--- config.mk ---
export PLATFORM = sky130hd
export DESIGN_NAME = io_top
export DESIGN_NICKNAME = d
export VERILOG_FILES = /design/src/common/soc_io_pkg.sv /design/src/common/soc_bus_pkg.sv /design/src/verilog/io_decode.sv /design/src/uart/uart_tx.sv /design/src/uart/uart_rx.sv /design/src/verilog/spi_master.sv /design/src/verilog/io_regs.sv /design/src/verilog/io_result.sv /design/src/verilog/io_top.sv
export SDC_FILE = /design/constraint.sdc
export NUM_CORES = 1
export LEC_CHECK = 0
export ABC_CLOCK_PERIOD_IN_PS = 8000
export BUFFER_PORTS_ARGS = -buffer_cell sky130_fd_sc_hd__buf_2
export CAP_MARGIN = 20
export CORE_MARGIN = 2
export CORE_UTILIZATION = 30
export DETAILED_ROUTE_END_ITERATION = 8
export PLACE_DENSITY_LB_ADDON = 0.08
export SLEW_MARGIN = 20
export SYNTH_ARGS = -nofsm -noshare
export SYNTH_HDL_FRONTEND = slang
export SYNTH_SLANG_ARGS = --single-unit
--- constraint.sdc ---
create_clock -name clk_cpu -period 8 [get_ports clk_cpu]
set_clock_uncertainty 0.1 [all_clocks]
set_input_delay 0.4 -clock clk_cpu [delete_from_list [all_inputs] [get_ports clk_cpu]]
set_output_delay 0.4 -clock clk_cpu [all_outputs]
set_load 0.05 [all_outputs]
--- src/common/soc_io_pkg.sv ---
// I/O block constants: clock and baud rates, register map, reset values
// data width typedefs and the live status struct read by the result stage
package soc_io_pkg;

    localparam int clk_freq_hz    = 1_000_000;
    localparam int baud_rate      = 100_000;
    localparam int ms_tick_cycles = clk_freq_hz / 1000;
    localparam int uart_div       = clk_freq_hz / baud_rate;   // clocks per bit
    localparam int spi_div_slow   = 8;                         // clocks per sclk half
    localparam int spi_div_fast   = 2;
    localparam int h_res          = 640;
    localparam int v_res          = 480;
    localparam int rx_fifo_depth  = 16;

    typedef logic [31:0] word_t;
    typedef logic [7:0]  byte_t;
    typedef logic [4:0]  reg_idx_t;   // word index inside the I/O window

    localparam word_t fb_addr_default = 32'h100_0000;

    localparam reg_idx_t reg_ms        = 5'd0;
    localparam reg_idx_t reg_led       = 5'd1;
    localparam reg_idx_t reg_uart_data = 5'd2;
    localparam reg_idx_t reg_uart_stat = 5'd3;
    localparam reg_idx_t reg_spi_data  = 5'd4;
    localparam reg_idx_t reg_spi_stat  = 5'd5;
    localparam reg_idx_t reg_res       = 5'd9;
    localparam reg_idx_t reg_fb_addr   = 5'd12;

    typedef struct packed {
        word_t ms_count;
        byte_t rx_data;    // last dequeued character
        logic  rx_ready;
        logic  tx_ready;
        word_t spi_rx;
        logic  spi_ready;
    } io_status_t;

endpackage

--- src/common/soc_bus_pkg.sv ---
// APB request and response structs
// register command passed from decode to the execute stage
package soc_bus_pkg;

    localparam int apb_addr_w = 7;   // byte address inside the I/O window

    typedef struct packed {
        logic                   psel;
        logic                   penable;
        logic                   pwrite;
        logic [apb_addr_w-1:0]  paddr;
        soc_io_pkg::word_t      pwdata;
    } apb_req_t;

    typedef struct packed {
        soc_io_pkg::word_t prdata;
        logic              pready;
        logic              pslverr;
    } apb_rsp_t;

    typedef struct packed {
        logic                 wr_en;     // one cycle, access phase only
        soc_io_pkg::reg_idx_t reg_idx;
        soc_io_pkg::word_t    wdata;
    } io_cmd_t;

endpackage

--- src/verilog/io_decode.sv ---
// APB decode: word index, write strobe and unmapped address flag
module io_decode (
    input  logic                  clk_cpu,
    input  logic                  rst_n,
    input  soc_bus_pkg::apb_req_t apb_i,
    output soc_bus_pkg::io_cmd_t  cmd_o,
    output soc_io_pkg::reg_idx_t  rd_idx_o,
    output logic                  addr_err_o
);
    import soc_io_pkg::*;

    reg_idx_t idx;
    logic     mapped;
    logic     setup_q;   // setup phase seen last cycle
    logic     access;

    assign idx    = apb_i.paddr[6:2];
    assign access = apb_i.psel && apb_i.penable && setup_q;

    always_comb begin
        case (idx)
            reg_ms, reg_led, reg_uart_data, reg_uart_stat,
            reg_spi_data, reg_spi_stat, reg_res, reg_fb_addr: mapped = 1'b1;
            default: mapped = 1'b0;
        endcase
    end

    always_ff @(posedge clk_cpu) begin
        if (!rst_n) begin
            setup_q <= 1'b0;
        end else begin
            setup_q <= apb_i.psel && !apb_i.penable;
        end
    end

    // strobe is live in the access phase, so the write lands on its closing edge
    assign cmd_o = '{
        wr_en:   access && apb_i.pwrite && mapped,
        reg_idx: idx,
        wdata:   apb_i.pwdata
    };

    assign rd_idx_o   = idx;
    assign addr_err_o = apb_i.psel && apb_i.penable && !mapped;

endmodule

--- src/uart/uart_tx.sv ---
// UART transmitter, 8N1, started by a write to the data register
module uart_tx (
    input  logic                 clk_cpu,
    input  logic                 rst_n,
    input  soc_bus_pkg::io_cmd_t cmd_i,
    output logic                 tx_o,
    output logic                 tx_ready_o
);
    import soc_io_pkg::*;

    localparam int               div_w    = $clog2(uart_div);
    localparam logic [div_w-1:0] div_last = div_w'(uart_div - 1);

    logic [9:0]       shreg;      // stop, data, start
    logic [div_w-1:0] baud_cnt;
    logic [3:0]       bit_cnt;
    logic             busy;
    logic             start;

    assign start      = cmd_i.wr_en && cmd_i.reg_idx == reg_uart_data && !busy;
    assign tx_o       = shreg[0];
    assign tx_ready_o = !busy;

    always_ff @(posedge clk_cpu) begin
        if (!rst_n) begin
            shreg    <= '1;        // line idles high
            baud_cnt <= '0;
            bit_cnt  <= '0;
            busy     <= 1'b0;
        end else if (start) begin
            shreg    <= {1'b1, cmd_i.wdata[7:0], 1'b0};
            baud_cnt <= '0;
            bit_cnt  <= '0;
            busy     <= 1'b1;
        end else if (busy) begin
            if (baud_cnt == div_last) begin
                baud_cnt <= '0;
                shreg    <= {1'b1, shreg[9:1]};   // ones fill behind the frame
                bit_cnt  <= bit_cnt + 4'd1;
                if (bit_cnt == 4'd9) begin
                    busy <= 1'b0;                 // stop bit done
                end
            end else begin
                baud_cnt <= baud_cnt + 1'b1;
            end
        end
    end

endmodule

--- src/uart/uart_rx.sv ---
// UART receiver with mid-bit sampling
// completed characters go into a small receive FIFO
module uart_rx (
    input  logic              clk_cpu,
    input  logic              rst_n,
    input  logic              rx_i,
    input  logic              pop_i,
    output soc_io_pkg::byte_t head_o,
    output logic              empty_o
);
    import soc_io_pkg::*;

    localparam int               div_w    = $clog2(uart_div);
    localparam logic [div_w-1:0] div_last = div_w'(uart_div - 1);
    localparam logic [div_w-1:0] div_half = div_w'(uart_div / 2 - 1);
    localparam int               ptr_w    = $clog2(rx_fifo_depth) + 1;

    logic [2:0]       rx_sync;    // two sync flops plus previous value
    logic             rx_s;
    logic             rx_fall;
    logic             busy;
    logic [div_w-1:0] baud_cnt;
    logic [3:0]       bit_cnt;    // 0 start, 1..8 data, 9 stop
    logic             sample;
    byte_t            shreg;
    logic             push;
    byte_t            fifo_mem [rx_fifo_depth];
    logic [ptr_w-1:0] wr_ptr;
    logic [ptr_w-1:0] rd_ptr;
    logic             full;

    assign rx_s    = rx_sync[1];
    assign rx_fall = rx_sync[2] && !rx_sync[1];
    assign sample  = busy && baud_cnt == '0;
    assign push    = sample && bit_cnt == 4'd9 && rx_s && !full;

    always_ff @(posedge clk_cpu) begin
        if (!rst_n) begin
            rx_sync <= '1;
        end else begin
            rx_sync <= {rx_sync[1:0], rx_i};
        end
    end

    always_ff @(posedge clk_cpu) begin
        if (!rst_n) begin
            busy     <= 1'b0;
            baud_cnt <= '0;
            bit_cnt  <= '0;
        end else if (!busy) begin
            if (rx_fall) begin
                busy     <= 1'b1;
                baud_cnt <= div_half;   // first sample near mid start bit
                bit_cnt  <= '0;
            end
        end else if (sample) begin
            baud_cnt <= div_last;
            bit_cnt  <= bit_cnt + 4'd1;
            if ((bit_cnt == 4'd0 && rx_s) || bit_cnt == 4'd9) begin
                busy <= 1'b0;           // glitch on start, or frame done
            end
        end else begin
            baud_cnt <= baud_cnt - 1'b1;
        end
    end

    always_ff @(posedge clk_cpu) begin
        if (sample && bit_cnt != 4'd0 && bit_cnt != 4'd9) begin
            shreg <= {rx_s, shreg[7:1]};   // lsb arrives first
        end
    end

    always_ff @(posedge clk_cpu) begin
        if (push) begin
            fifo_mem[wr_ptr[ptr_w-2:0]] <= shreg;
        end
    end

    always_ff @(posedge clk_cpu) begin
        if (!rst_n) begin
            wr_ptr <= '0;
            rd_ptr <= '0;
        end else begin
            if (push) begin
                wr_ptr <= wr_ptr + 1'b1;
            end
            if (pop_i && !empty_o) begin
                rd_ptr <= rd_ptr + 1'b1;
            end
        end
    end

    assign empty_o = wr_ptr == rd_ptr;
    assign full    = wr_ptr[ptr_w-1] != rd_ptr[ptr_w-1]
                     && wr_ptr[ptr_w-2:0] == rd_ptr[ptr_w-2:0];
    assign head_o  = fifo_mem[rd_ptr[ptr_w-2:0]];

endmodule

--- src/verilog/spi_master.sv ---
// SPI master, 32-bit transfers MSB first, slow and fast sclk rates
module spi_master (
    input  logic                 clk_cpu,
    input  logic                 rst_n,
    input  soc_bus_pkg::io_cmd_t cmd_i,
    input  logic                 fast_i,
    input  logic                 miso_i,
    output logic                 sclk_o,
    output logic                 mosi_o,
    output soc_io_pkg::word_t    rx_o,
    output logic                 ready_o
);
    import soc_io_pkg::*;

    localparam logic [2:0] half_slow = 3'(spi_div_slow - 1);
    localparam logic [2:0] half_fast = 3'(spi_div_fast - 1);

    word_t      shreg;       // tx bits leave at the top, rx bits enter at the bottom
    logic [2:0] half_cnt;
    logic [5:0] edge_cnt;    // 64 sclk edges per word
    logic       busy;
    logic       sclk_q;
    logic       miso_q;
    logic       start;
    logic       half_end;

    assign start    = cmd_i.wr_en && cmd_i.reg_idx == reg_spi_data && !busy;
    assign half_end = half_cnt == (fast_i ? half_fast : half_slow);

    assign sclk_o  = sclk_q;
    assign mosi_o  = shreg[31];
    assign rx_o    = shreg;
    assign ready_o = !busy;

    always_ff @(posedge clk_cpu) begin
        if (!rst_n) begin
            busy     <= 1'b0;
            sclk_q   <= 1'b0;
            half_cnt <= '0;
            edge_cnt <= '0;
        end else if (start) begin
            busy     <= 1'b1;
            sclk_q   <= 1'b0;
            half_cnt <= '0;
            edge_cnt <= '0;
        end else if (busy) begin
            if (half_end) begin
                half_cnt <= '0;
                sclk_q   <= !sclk_q;
                edge_cnt <= edge_cnt + 6'd1;
                if (edge_cnt == 6'd63) begin
                    busy <= 1'b0;       // last falling edge
                end
            end else begin
                half_cnt <= half_cnt + 3'd1;
            end
        end
    end

    always_ff @(posedge clk_cpu) begin
        if (start) begin
            shreg <= cmd_i.wdata;
        end else if (busy && half_end) begin
            if (!sclk_q) begin
                miso_q <= miso_i;                   // rising edge sample
            end else begin
                shreg <= {shreg[30:0], miso_q};     // falling edge shift
            end
        end
    end

endmodule

--- src/verilog/io_regs.sv ---
// execute stage: LED, SPI control and framebuffer registers
// receive data dequeue and the millisecond counter
module io_regs (
    input  logic                 clk_cpu,
    input  logic                 rst_n,
    input  soc_bus_pkg::io_cmd_t cmd_i,
    input  soc_io_pkg::byte_t    fifo_head_i,
    input  logic                 fifo_empty_i,
    output logic                 fifo_pop_o,
    output soc_io_pkg::byte_t    led_o,
    output logic [1:0]           spi_cs_n_o,
    output logic                 spi_fast_o,
    output soc_io_pkg::word_t    fb_addr_o,
    output soc_io_pkg::byte_t    rx_data_o,
    output soc_io_pkg::word_t    ms_count_o
);
    import soc_io_pkg::*;

    localparam int                tick_w    = $clog2(ms_tick_cycles);
    localparam logic [tick_w-1:0] tick_last = tick_w'(ms_tick_cycles - 1);

    logic [2:0]        spi_ctrl;   // fast, cs1, cs0
    logic [tick_w-1:0] tick_cnt;
    logic              pop_q;

    assign spi_cs_n_o = ~spi_ctrl[1:0];   // active low selects
    assign spi_fast_o = spi_ctrl[2];
    assign fifo_pop_o = pop_q;

    always_ff @(posedge clk_cpu) begin
        if (!rst_n) begin
            led_o     <= '0;
            spi_ctrl  <= '0;
            fb_addr_o <= fb_addr_default;
            pop_q     <= 1'b0;
        end else begin
            pop_q <= cmd_i.wr_en && cmd_i.reg_idx == reg_uart_stat && !fifo_empty_i;
            if (cmd_i.wr_en) begin
                case (cmd_i.reg_idx)
                    reg_led:      led_o     <= cmd_i.wdata[7:0];
                    reg_spi_stat: spi_ctrl  <= cmd_i.wdata[2:0];
                    reg_fb_addr:  fb_addr_o <= cmd_i.wdata;
                    default: ;
                endcase
            end
        end
    end

    // head is taken in the same cycle the FIFO advances
    always_ff @(posedge clk_cpu) begin
        if (pop_q) begin
            rx_data_o <= fifo_head_i;
        end
    end

    always_ff @(posedge clk_cpu) begin
        if (!rst_n) begin
            tick_cnt   <= '0;
            ms_count_o <= '0;
        end else if (tick_cnt == tick_last) begin
            tick_cnt   <= '0;
            ms_count_o <= ms_count_o + 32'd1;
        end else begin
            tick_cnt <= tick_cnt + 1'b1;
        end
    end

endmodule

--- src/verilog/io_result.sv ---
// read data multiplexer and APB response
module io_result (
    input  soc_io_pkg::reg_idx_t   rd_idx_i,
    input  logic                   addr_err_i,
    input  soc_io_pkg::io_status_t status_i,
    input  soc_io_pkg::byte_t      led_i,
    input  soc_io_pkg::word_t      fb_addr_i,
    output soc_bus_pkg::apb_rsp_t  rsp_o
);
    import soc_io_pkg::*;

    word_t rd_data;

    always_comb begin
        case (rd_idx_i)
            reg_ms:        rd_data = status_i.ms_count;
            reg_led:       rd_data = {24'd0, led_i};
            reg_uart_data: rd_data = {24'd0, status_i.rx_data};
            reg_uart_stat: rd_data = {30'd0, status_i.tx_ready, status_i.rx_ready};
            reg_spi_data:  rd_data = status_i.spi_rx;
            reg_spi_stat:  rd_data = {31'd0, status_i.spi_ready};
            reg_res:       rd_data = {16'(h_res), 16'(v_res)};
            reg_fb_addr:   rd_data = fb_addr_i;
            default:       rd_data = '0;   // unmapped reads return zero
        endcase
    end

    // no wait states, every transfer completes in its access phase
    assign rsp_o = '{
        prdata:  rd_data,
        pready:  1'b1,
        pslverr: addr_err_i
    };

endmodule

--- src/verilog/io_top.sv ---
// I/O block top: decode, execute and result stages with UART and SPI
module io_top (
    input  logic                  clk_cpu,
    input  logic                  rst_n,
    input  soc_bus_pkg::apb_req_t apb_i,
    output soc_bus_pkg::apb_rsp_t apb_o,
    output soc_io_pkg::byte_t     led_o,
    input  logic                  rx_i,
    output logic                  tx_o,
    input  logic                  spi_miso_i,
    output logic                  spi_sclk_o,
    output logic                  spi_mosi_o,
    output logic [1:0]            spi_cs_n_o
);
    import soc_io_pkg::*;
    import soc_bus_pkg::*;

    io_cmd_t    cmd;
    reg_idx_t   rd_idx;
    logic       addr_err;
    byte_t      fifo_head;
    logic       fifo_empty;
    logic       fifo_pop;
    logic       spi_fast;
    word_t      fb_addr;
    byte_t      rx_data;
    word_t      ms_count;
    logic       tx_ready;
    word_t      spi_rx;
    logic       spi_ready;
    io_status_t status;

    assign status = '{
        ms_count:  ms_count,
        rx_data:   rx_data,
        rx_ready:  !fifo_empty,
        tx_ready:  tx_ready,
        spi_rx:    spi_rx,
        spi_ready: spi_ready
    };

    io_decode u_decode (
        .clk_cpu(clk_cpu), .rst_n(rst_n), .apb_i(apb_i),
        .cmd_o(cmd), .rd_idx_o(rd_idx), .addr_err_o(addr_err)
    );

    io_regs u_regs (
        .clk_cpu(clk_cpu), .rst_n(rst_n), .cmd_i(cmd),
        .fifo_head_i(fifo_head), .fifo_empty_i(fifo_empty), .fifo_pop_o(fifo_pop),
        .led_o(led_o), .spi_cs_n_o(spi_cs_n_o), .spi_fast_o(spi_fast),
        .fb_addr_o(fb_addr), .rx_data_o(rx_data), .ms_count_o(ms_count)
    );

    uart_tx u_uart_tx (
        .clk_cpu(clk_cpu), .rst_n(rst_n), .cmd_i(cmd),
        .tx_o(tx_o), .tx_ready_o(tx_ready)
    );

    uart_rx u_uart_rx (
        .clk_cpu(clk_cpu), .rst_n(rst_n), .rx_i(rx_i),
        .pop_i(fifo_pop), .head_o(fifo_head), .empty_o(fifo_empty)
    );

    spi_master u_spi (
        .clk_cpu(clk_cpu), .rst_n(rst_n), .cmd_i(cmd), .fast_i(spi_fast),
        .miso_i(spi_miso_i), .sclk_o(spi_sclk_o), .mosi_o(spi_mosi_o),
        .rx_o(spi_rx), .ready_o(spi_ready)
    );

    io_result u_result (
        .rd_idx_i(rd_idx), .addr_err_i(addr_err), .status_i(status),
        .led_i(led_o), .fb_addr_i(fb_addr), .rsp_o(apb_o)
    );

endmodule

[Yosys cells after proc, flatten, opt, wreduce, memory -nomap -nowiden]
Memories as Yosys holds them, arrays and structs flattened. A register that Yosys moved wholly into a read port is not among the register bits.
Index checks and enable logic that the tools add are counted.
Storage, ports and cells
  register bits: 179
  RAM bits: 128
  ROM bits: 16
  input bits: 46
  output and inout port bits: 47
  logic and storage cells: 142
  memories: 2
Memories
  u_uart_rx.fifo_mem: words 16, width 8, rd ports 1, clocked after memory_dff 1, wr ports 1, RTL line uart_rx.sv:27  | byte_t fifo_mem [rx_fifo_depth];
  (no name shown): words 16, width 1, rd ports 1, clocked after memory_dff 0, wr ports 0, RTL line io_decode.sv:21  | case (idx)
Operators by class
  $add $sub $neg: 10
  eq/ne operators: 18
  multiplexer cells: 31
  bitwise operators: 4
  reduce and logical (&&, ||, !) cells: 53
Operators by type and width (number)
  $pmux W32 S8: 1
  $mux W32: 3
  $add A32 B1 Y32 const B: 1
  $mux W4: 7
  $mux W9: 3
  $logic_and A1 B1 Y1: 23
  $reduce_and A2 Y1: 8
  $mux W1: 15
  $add A4 B1 Y4 const B: 3
  $eq A4 B4 Y1 const B: 3
  $add A10 B1 Y10 const B: 1
  $add A5 B1 Y5 const B: 2
  $eq A10 B10 Y1 const B: 1
  $eq A5 B2 Y1 const B: 2
  $eq A5 B3 Y1 const B: 2
  $eq A5 B4 Y1 const B: 2
  $reduce_bool A2 Y1: 5
  $logic_not A1 Y1: 8
  $logic_not A4 Y1: 2
  $add A6 B1 Y6 const B: 1
  $eq A6 B6 Y1 const B: 1
  $mux W3: 2
  $reduce_or A2 Y1: 3
  $eq A5 B1 Y1 const B: 1
  14 further kinds: 16

[Longest topological paths before layout]
Gate-level depths: netlist (run 1).
  word-level depth: 8
  mapped depth: 8
  gate-level depth less buffers: 6

[Hierarchy]
From an unflattened synthesis (run 1), not the netlist that was laid out.
Unflattened totals
  cell total of the unflattened synthesis: 1187
  area total of the unflattened synthesis: 14497.7 µm²
Modules (own cells, without submodules)
  uart_rx: instances 1, cells an instance 354, area an instance 6610.1 µm², seq. area each 4604.4 µm²
  io_regs: instances 1, cells an instance 418, area an instance 3707.3 µm², seq. area each 1961.9 µm²
  spi_master: instances 1, cells an instance 134, area an instance 1944.4 µm², seq. area each 1211.2 µm²
  uart_tx: instances 1, cells an instance 98, area an instance 933.4 µm², seq. area each 360.3 µm²
  io_result: instances 1, cells an instance 127, area an instance 902.1 µm², seq. area each 0.0 µm²
  io_decode: instances 1, cells an instance 55, area an instance 396.6 µm², seq. area each 20.0 µm²
  io_top: instances 1, cells an instance 1, area an instance 3.8 µm², seq. area each 0.0 µm²

[Worst setup path before layout (run 1)]
OpenSTA, ideal clock, no wires.
  kind: reg-to-reg
  from: reg u_spi.half_cnt[1]
  to: reg u_spi.shreg[0] (netlist: u_spi.rx_o[0]) (enable)
  data arrival time: 3370 ps
  data required time: 7434 ps
  setup slack: 4064 ps
  stages on the path, launching flop included: 4
  clock period less this slack: 3936 ps
  cells stage by stage: dfxtp_1 nor3b_1 o211ai_1 o21ai_0
Between the ends
  longest elaborated chain between the ends: 4
RTL lines
  start, declared: RTL line spi_master.sv:19  | logic [2:0] half_cnt;
  start signal, assigned: RTL line spi_master.sv:55  | half_cnt <= half_cnt + 3'd1;
  $eq A3 B3 Y1: RTL line spi_master.sv:28  | assign half_end = half_cnt == (fast_i ? half_fast : half_slow);
  $logic_and A1 B1 Y1: RTL line spi_master.sv:63  | end else if (busy && half_end) begin
  $reduce_bool A2 Y1 (no source line)
  $reduce_and A2 Y1 (no source line)
  end signal, assigned: RTL line spi_master.sv:62  | shreg <= cmd_i.wdata;
  end signal, assigned: RTL line spi_master.sv:67  | shreg <= {shreg[30:0], miso_q};
  end, declared: RTL line spi_master.sv:18  | word_t shreg;
No other way between the ends.
A chain may end at the register's enable or synchronous reset.

[Final worst setup path (run 1)]
  from: reg u_uart_rx.baud_cnt[0]
  to: mem u_uart_rx.fifo_mem[7][3] (netlist name) (enable)
Between the ends
  longest elaborated chain between the ends: 7
RTL lines
  start, declared: RTL line uart_rx.sv:22  | logic [div_w-1:0] baud_cnt;
  start signal, assigned: RTL line uart_rx.sv:53  | baud_cnt <= div_half;
  start signal, assigned: RTL line uart_rx.sv:57  | baud_cnt <= div_last;
  start signal, assigned: RTL line uart_rx.sv:63  | baud_cnt <= baud_cnt - 1'b1;
  $logic_not A4 Y1: RTL line uart_rx.sv:34  | assign sample = busy && baud_cnt == '0;
  $logic_and A1 B1 Y1: RTL line uart_rx.sv:34
  $logic_and A1 B1 Y1 (3 in series): RTL line uart_rx.sv:35  | assign push = sample && bit_cnt == 4'd9 && rx_s && !full;
  $mux W1: RTL line uart_rx.sv:74  | if (push) begin
  $mux W1 (implied by the code): RTL line uart_rx.sv:75  | fifo_mem[wr_ptr[ptr_w-2:0]] <= shreg;
  end, declared: RTL line uart_rx.sv:27
No other way between the ends.

==> results of run 1 <==
-- where the power goes --
group	total [mW]	switching, mW	internal, mW
clock network	1.67	0.706	0.966
registers	1.70	0.00587	1.70
logic	0.111	0.0691	0.0418
total	3.49	0.781	2.71
-- per-layer routing --
layer	up-vias	global-route usage, %
met1	4623	20.5
met3	44	3.35
li1	4648	-
met5	-	0
met2	153	26.3
met4	0	3.89
-- cell usage after synthesis, types with 13 or more instances --
cell	count
ha_1	16
nand2b_1	18
xor2_1	16
nand4_1	18
buf_1	13
a21oi_1	63
o21ai_0	79
nor2_1	41
edfxtp_1	177
or4_1	26
dfxtp_1	138
mux2i_1	55
nand2_1	122
inv_1	27
xnor2_1	14
nand3_1	65
mux4_2	32
clkbuf_1	51
o31ai_1	25
mux2_4	21
-- worst min-delay path, delay by kind of cell --
| family | cells | cell delay, ns |
|---|---|---|
| buffers and inverters | 1 | 0.11 |
| AO/OA/AOI/OAI | 1 | 0.06 |
| AND/OR/NAND/NOR | 1 | 0.05 |
-- sequential cells by signal (all words and copies together), names as in the netlist, 3 cells and up --
register and cells:
u_uart_rx.fifo_mem 128, u_regs.fb_addr_o 32, u_regs.ms_count_o 32, u_spi.rx_o 32, u_regs.tick_cnt 10, u_uart_tx.shreg 9, u_regs.led_o 8, u_regs.rx_data_o 8
u_uart_rx.shreg 8, u_spi.edge_cnt 6, u_uart_rx.rd_ptr 5, u_uart_rx.wr_ptr 5, u_uart_rx.baud_cnt 4, u_uart_rx.bit_cnt 4, u_uart_tx.baud_cnt 4, u_uart_tx.bit_cnt 4
u_regs.spi_ctrl 3, u_spi.half_cnt 3, u_uart_rx.rx_sync 3
-- through the flow --
| stage | instance area, sq um | hold slack, ns |
|---|---|---|
| finish | 16500 | 0.0224 |
| global route | 16500 | 0.0298 |
| CTS | 16500 | 0.00151 |
| detailed placement | 15000 | 0.297 |
| global placement | 15000 | 0.289 |
| floorplan | 14000 | 0.286 |
-- timing repair --
item                                    in CTS  in global routing
hold buffers                                29                  0
endpoints found under the setup margin       0                  0
hold endpoints to repair                    28                  0
-- cell families (layout without fill, tap and decap cells) --
logic type / after synthesis / count (layout) / synth area share, %
buffers and inverters: 108 / 228 / 3.27
AO/OA/AOI/OAI: 218 / 218 / 9.50
adder cells (fa/ha/maj): 16 / 16 / 1.43
flip-flops: 315 / 315 / 57.5
other: 1 / 1 / 0.0267
AND/OR/NAND/NOR: 377 / 377 / 14.4
multiplexers: 117 / 117 / 12.0
XOR/XNOR: 30 / 30 / 1.87
-- placed cells by master, fill, tap and decap left out, types with 13 or more instances in the layout --
master         count
a21oi_1           63
buf_2             88
clkbuf_1          13
clkbuf_16         40
dfxtp_1          137
dlygate4sd3_1     29
edfxtp_1         177
ha_1              16
inv_1             26
mux2_4            21
mux2i_1           55
mux4_2            32
nand2_1          122
nand2b_1          18
nand3_1           64
nand4_1           18
nor2_1            41
o21ai_0           78
o31ai_1           25
or4_1             26
xnor2_1           14
xor2_1            16
-- cell type report --
type	count	area (sq um)	share of cell area [%]
Clock buffer	54	1060	6.44
Clock inverter	17	120	0.728
Inverter	27	101	0.614
Multi-Input combinational cell	759	5550	33.6
Sequential cell	315	8080	48.9
Tap cell	607	759	4.60
Timing Repair Buffer	130	832	5.04
-- final timing paths --
check	startpoint	slack, ns	end
setup reg to reg	u_uart_rx.baud_cnt[0]	4.50	u_uart_rx.fifo_mem[7][3]
hold reg to reg	u_uart_rx.rx_sync[0]	0.30	u_uart_rx.rx_sync[1]
setup / recovery	u_uart_rx.baud_cnt[0]	4.50	u_uart_rx.fifo_mem[7][3]
hold / removal	apb_i[30]	0.02	u_regs.fb_addr_o[30]
==> results summary, run 1 <==
The final setup slack of the worst path is 4.50 ns. The top fanout value on the critical path came out at 17. The biggest area contributor in the post-synthesis netlist is edfxtp_1. For the pin with the worst max-slew slack, the measured transition is 1.04 ns. Counting distinct cell types in the post-synthesis netlist gives 62. Across all layers, the routed design uses 9468 vias. The tightest slew margin relative to the limit is 30.4%. The count of port buffers added during placement is 89. Subtracting the final worst setup slack from the clock period gives 3.50 ns.

The detailed placer's ending HPWL came out at 24.3 mm. The power after layout came out at 3.49 mW. The sum of met3 wire segment lengths after detailed routing is 1.59 mm. The most frequently used flop master after synthesis is edfxtp_1. Using the TritonRoute via totals, the vias-per-cell ratio works out to 4.96. The H-tree level count came out at 2. The setup path with the least slack is of type reg -> reg.

The top cell family by delay on the critical path is simple AND/OR/NAND/NOR gates. In this run the mean area of a mapped cell was 11.9 sq um. Routed signal wires occupy layers up through met4.

The effective utilization at floorplan came out at 30.3%. CTS placed an instance of clkbuf_16 at the clock tree root. The total track usage is 15.6%. The number of cell rows is 79. The reported max-cap violation count came out at 0. The post-layout utilization of the core came out at 35.6%.

The run finished with clean final reports. The clock-pin slew on the worst setup and hold paths is 0.06 ns. The type of the tightest min-delay check is in -> reg. The antenna violation net count after detailed routing is 0. The startpoint class of the critical path is a register. The post-layout net count is 1334.

The via count of the first global-routing pass came out at 9473. The cell count of the worst reg-to-reg path is 6. The post-synthesis to final-layout area growth is 17.5%. The arrival time at the worst endpoint came out at 3.59 ns. The flip-flop and latch count after synthesis came out at 315. Dividing total power by cell area gives a power density of 211 nW/um^2.

The number of instances in the synthesized netlist is 1182. The fraction of post-synthesis cell area in the top cell type by area came out at 37.8%. The maximum frequency from static timing analysis is 286 MHz. The deepest clock path buffer count is 3. The worst hold path depth is 3. The first detailed-routing pass ran for 5 iterations. Post-CTS repair changed the size of 0 cells. The sum of buffers and inverters on the critical path came out at 1. In the final layout, the share of cells above drive strength 1 is 17.9%. The ratio of final minimum period to clock period is 43.8%. The global placement routability congestion came out at 0.725. Walking the worst path, the cells encountered are inv_1 -> ha_1 -> nand4bb_1 -> or3_1 -> a21oi_1 -> and4b_1. The antenna diode count is 0. The die area came out at 48600 sq um. The die span in y came out at 220 um. The clock sink count came out at 315. For this run, the number of Yosys warnings is 0. The number of DRC markers in iteration 0 came out at 473. The DRC violation count after routing came out at 0. In this run the static leakage power is 5.79 nW. The core region is 46400 sq um.

The slowest stage of the critical path belongs to the cell a21oi_1. The number of nets handed over by synthesis was 1244. The first global-routing pass estimated 57.4 mm of wire. The initial antenna violation count is 0.

The max-slew violation count is 0. The critical path depth in cells is 6. 93 I/O pins were placed. The number of buffers inserted during clock tree synthesis is 39. STA puts the critical path data required time at 8.09 ns. The number of enable flip-flop cells after synthesis came out at 177. The biggest cell delay along the critical path came out at 0.81 ns. By area the synthesized netlist is led by edfxtp_1, dfxtp_1, mux4_2. The post-synth design cell area is 14000 sq um.

The TritonCTS clock tree is done. The non-filler instance count after layout came out at 1909. The setup TNS after final layout is 0 ns. The number of fillers in the final layout is 4586. STA classifies the critical path endpoint as a register. The routed design uses 17.8 mm of met2 wire. The post-synthesis sequential area ratio came out at 57.5%. The number of setup violations in the final report came out at 0. The largest net degree at the start of global routing came out at 67. The routed wire length came out at 37.5 mm. Before CTS, the worst setup slack after placement is 4.27 ns. The count of buffers added by post-CTS timing repair for setup came out at 0. Setup repair after global routing left no endpoint under its margin.

The overflow left after global routing came out at 0. The average wire per cell in the routed design came out at 19.6 um. The worst-case vdd ir drop came out at 0.000133 V. The count of final hold-check violations is 0. The die span in x is 220 um. The worst-skew pair later-pin latency came out at 0.56 ns. The number of placed cells counting well taps is 1808. The share of synthesized registers carrying an async set or reset is 0%. The wire length on met1 is 17.5 mm.
Power figures use the tool's default switching activity.
==> run 2, diff against run 1 <==
- ABC_CLOCK_PERIOD_IN_PS: 8000 -> 3000
- clock period: 8 -> 3 ns (I/O delays scaled with it)
==> run 2 against run 1 <==
Power increased to 2.8 times the previous value. Critical path type is now in -> out. Setup slack got worse by 4.3 ns. Largest cell class unchanged. Critical endpoint is now apb_o[7]. Final area increased by 3.4%.
==> results summary, run 2 (same netlist as run 1, synthesis figures left out) <==
The boundary pin count is 93 (unchanged). The final setup slack of the worst path was 0.192 ns (-4.31 ns). The number of DRC markers in iteration 0 came out at 526 (+11%). The clock sink count is 315 (unchanged). The H-tree level count came out at 2 (unchanged). The endpoint class of the critical path is an output pin. The area growth from synthesis to layout is 21.5%. The tightest slew margin relative to the limit is 43.9% (+14 points). The setup TNS after final layout is 0 ns (unchanged). The reported max-cap violation count is 0 (unchanged). TritonCTS built the clock tree. The worst-skew pair later-pin latency came out at 0.56 ns (about the same). The ratio of final minimum period to clock period came out at 93.6%. The average via count per standard cell is 4.93 (-0.63%).

The total area of sequential cells came out at 8080 sq um (unchanged). The flip-flop count of the largest register, all copies and words added came out at 128 (unchanged). The antenna diode count came to 0 (unchanged). The most common library cell in the layout ignoring fill and taps is edfxtp_1.

The top cell types in the final layout, fill and taps aside, are edfxtp_1, dfxtp_1, nand2_1, buf_2, o21ai_0. The number of fillers in the final layout came to 4525 (-1.3%). The sum of met3 wire segment lengths after detailed routing came out at 1.34 mm (-16%). The count of final hold-check violations came out at 0 (unchanged).

The number of cell rows is 79 (unchanged). The core area is 46400 sq um (unchanged). The required time at the worst-slack endpoint is 2.75 ns (-5.34 ns). The antenna violation net count after detailed routing is 0 (unchanged). The number of buffers inserted during clock tree synthesis came out at 38 (-2.6%).

The number of setup violations in the final report came out at 0 (unchanged). The average wire per cell in the routed design came out at 19.5 um (-0.69%). The setup path with the least slack is of type in -> out.

The leakage power total came out at 6.11 nW (+5.6%). The first-pass GRT wire length came out at 58.3 mm (+1.6%). Static timing analysis puts the maximum clock frequency at 356 MHz. The die area came out at 48600 sq um (unchanged). The worst-case vdd ir drop is 0.000407 V (+210%).

The total number of vias came to 9630 (+1.7%). The total track usage was 15.9% (+0.28 points). The type of the tightest min-delay check is in -> reg. The fraction of final layout cells sized beyond drive strength 1 is 20.4% (+2.5 points). The clock-pin slew on the worst setup and hold paths was 0.06 ns (about the same).

The transition time of the tightest slew-check pin is 0.837 ns (-0.205 ns). The count of port buffers added during placement came out at 89 (unchanged). In this run the top signal layer used is met4. The worst setup path is launched from an input port. The run finished with clean final reports. The post-place setup slack is 0.285 ns (-3.98 ns). The largest net degree at the start of global routing is 115 (+72%).

The die span in x came out at 220 um (unchanged). The detailed-routing iteration count for the pre-antenna-repair pass came to 4 (-1). The post-layout net count came out at 1379 (+3.4%). The routed wire length came out at 38.1 mm (+1.7%).

The global placement routability congestion came to 0.755 (+4.2%). The die span in y came out at 220 um (unchanged). The power density over the cells came out at 569 nW/um^2 (+170%).

The post-route minimum period came out at 2.81 ns. The via count of the first global-routing pass came out at 9540 (+0.71%). The initial antenna violation count is 0 (unchanged).

The DRC violation count after routing came out at 0 (unchanged). The deepest clock path buffer count came out at 3 (unchanged). The length of routed met2 wiring is 18.7 mm (+5.2%). The count of buffers added by post-CTS timing repair for setup came out at 0 (unchanged). The worst hold slack after final layout is 0.0608 ns (+0.0384 ns).

The overflow left after global routing is 0 (unchanged). The tree is rooted in a clkbuf_16. Setup repair after global routing left no endpoint under its margin. The wire length on met1 is 17.3 mm (-1.3%). The detailed placer's ending HPWL is 25.6 mm (+5.6%). The max-slew violation count is 0 (unchanged).

The arrival time at the worst endpoint is 2.56 ns (-1.03 ns). The effective utilization at floorplan is 30.3% (unchanged). The top fanout value on the critical path came out at 14 (-3). The area of combinational cells with multiple inputs came out at 5550 sq um (unchanged).
-- run 2: cell types whose count changed in the layout (fill, tap and decap cells not counted), sizes merged --
cell         delta
dlygate4sd3    +10
clkbuf          -2
buf            +36
inv             -2
clkinv          -1
bufinv          +4
-- run 2: worst max-delay path: stages --
cell,delay [ns]
dlygate4sd3_1,0.58
buf_2,0.30
or3b_2,0.49
nor3b_1,0.27
buf_4,0.19
a221o_1,0.14
a221o_1,0.16
buf_2,0.28
-- run 2: cell type report --
type	instances	area share [%]
Clock buffer	52	6.42
Clock inverter	18	1.36
Inverter	27	0.594
Multi-Input combinational cell	759	32.5
Sequential cell	315	47.3
Tap cell	607	4.45
Timing Repair Buffer	176	7.32
-- run 2: path summary, 6_finish.rpt --
kind                    startpoint                        to  slack, ns  cells after the start
min                          rst_n            u_uart_tx.busy       0.06                      3
max reg2reg  u_uart_rx.baud_cnt[0]  u_uart_rx.fifo_mem[7][2]       0.31                      6
max                      apb_i[34]                  apb_o[7]       0.19                      8
min reg2reg   u_uart_rx.rx_sync[0]      u_uart_rx.rx_sync[1]       0.31                      1
-- run 2: metal layers --
layer,global-route usage (%),vias to the layer above
met5,0,-
met4,4.07,0
met3,2.96,57
met2,27.2,153
met1,20.7,4681
li1,-,4739
-- run 2: repair_timing --
| item | CTS | global route |
|---|---|---|
| hold buffers | 39 | 0 |
| endpoints found under the setup margin | 0 | 1 |
| resized for setup | 0 | 1 |
| hold endpoints to repair | 87 | 0 |
-- run 2: where the power goes --
part / switching [mW] / leakage (nW) / internal, mW
clock: 1.85 / 0.653 / 3.00
sequential: 0.0155 / 2.70 / 4.53
combinational: 0.193 / 2.76 / 0.129
total: 2.06 / 6.11 / 7.66
-- run 2: stage by stage --
step	util [%]	total power, mW	cell area (sq um)	cells
after CTS	36.8	9.88	17100	1954
after detailed placement	33.1	4.92	15300	1845
after floorplan	-	4.81	14100	1182
after global placement	33.1	4.92	15300	1845
after global routing	36.8	10.1	17100	1954
final	36.8	9.72	17100	1954
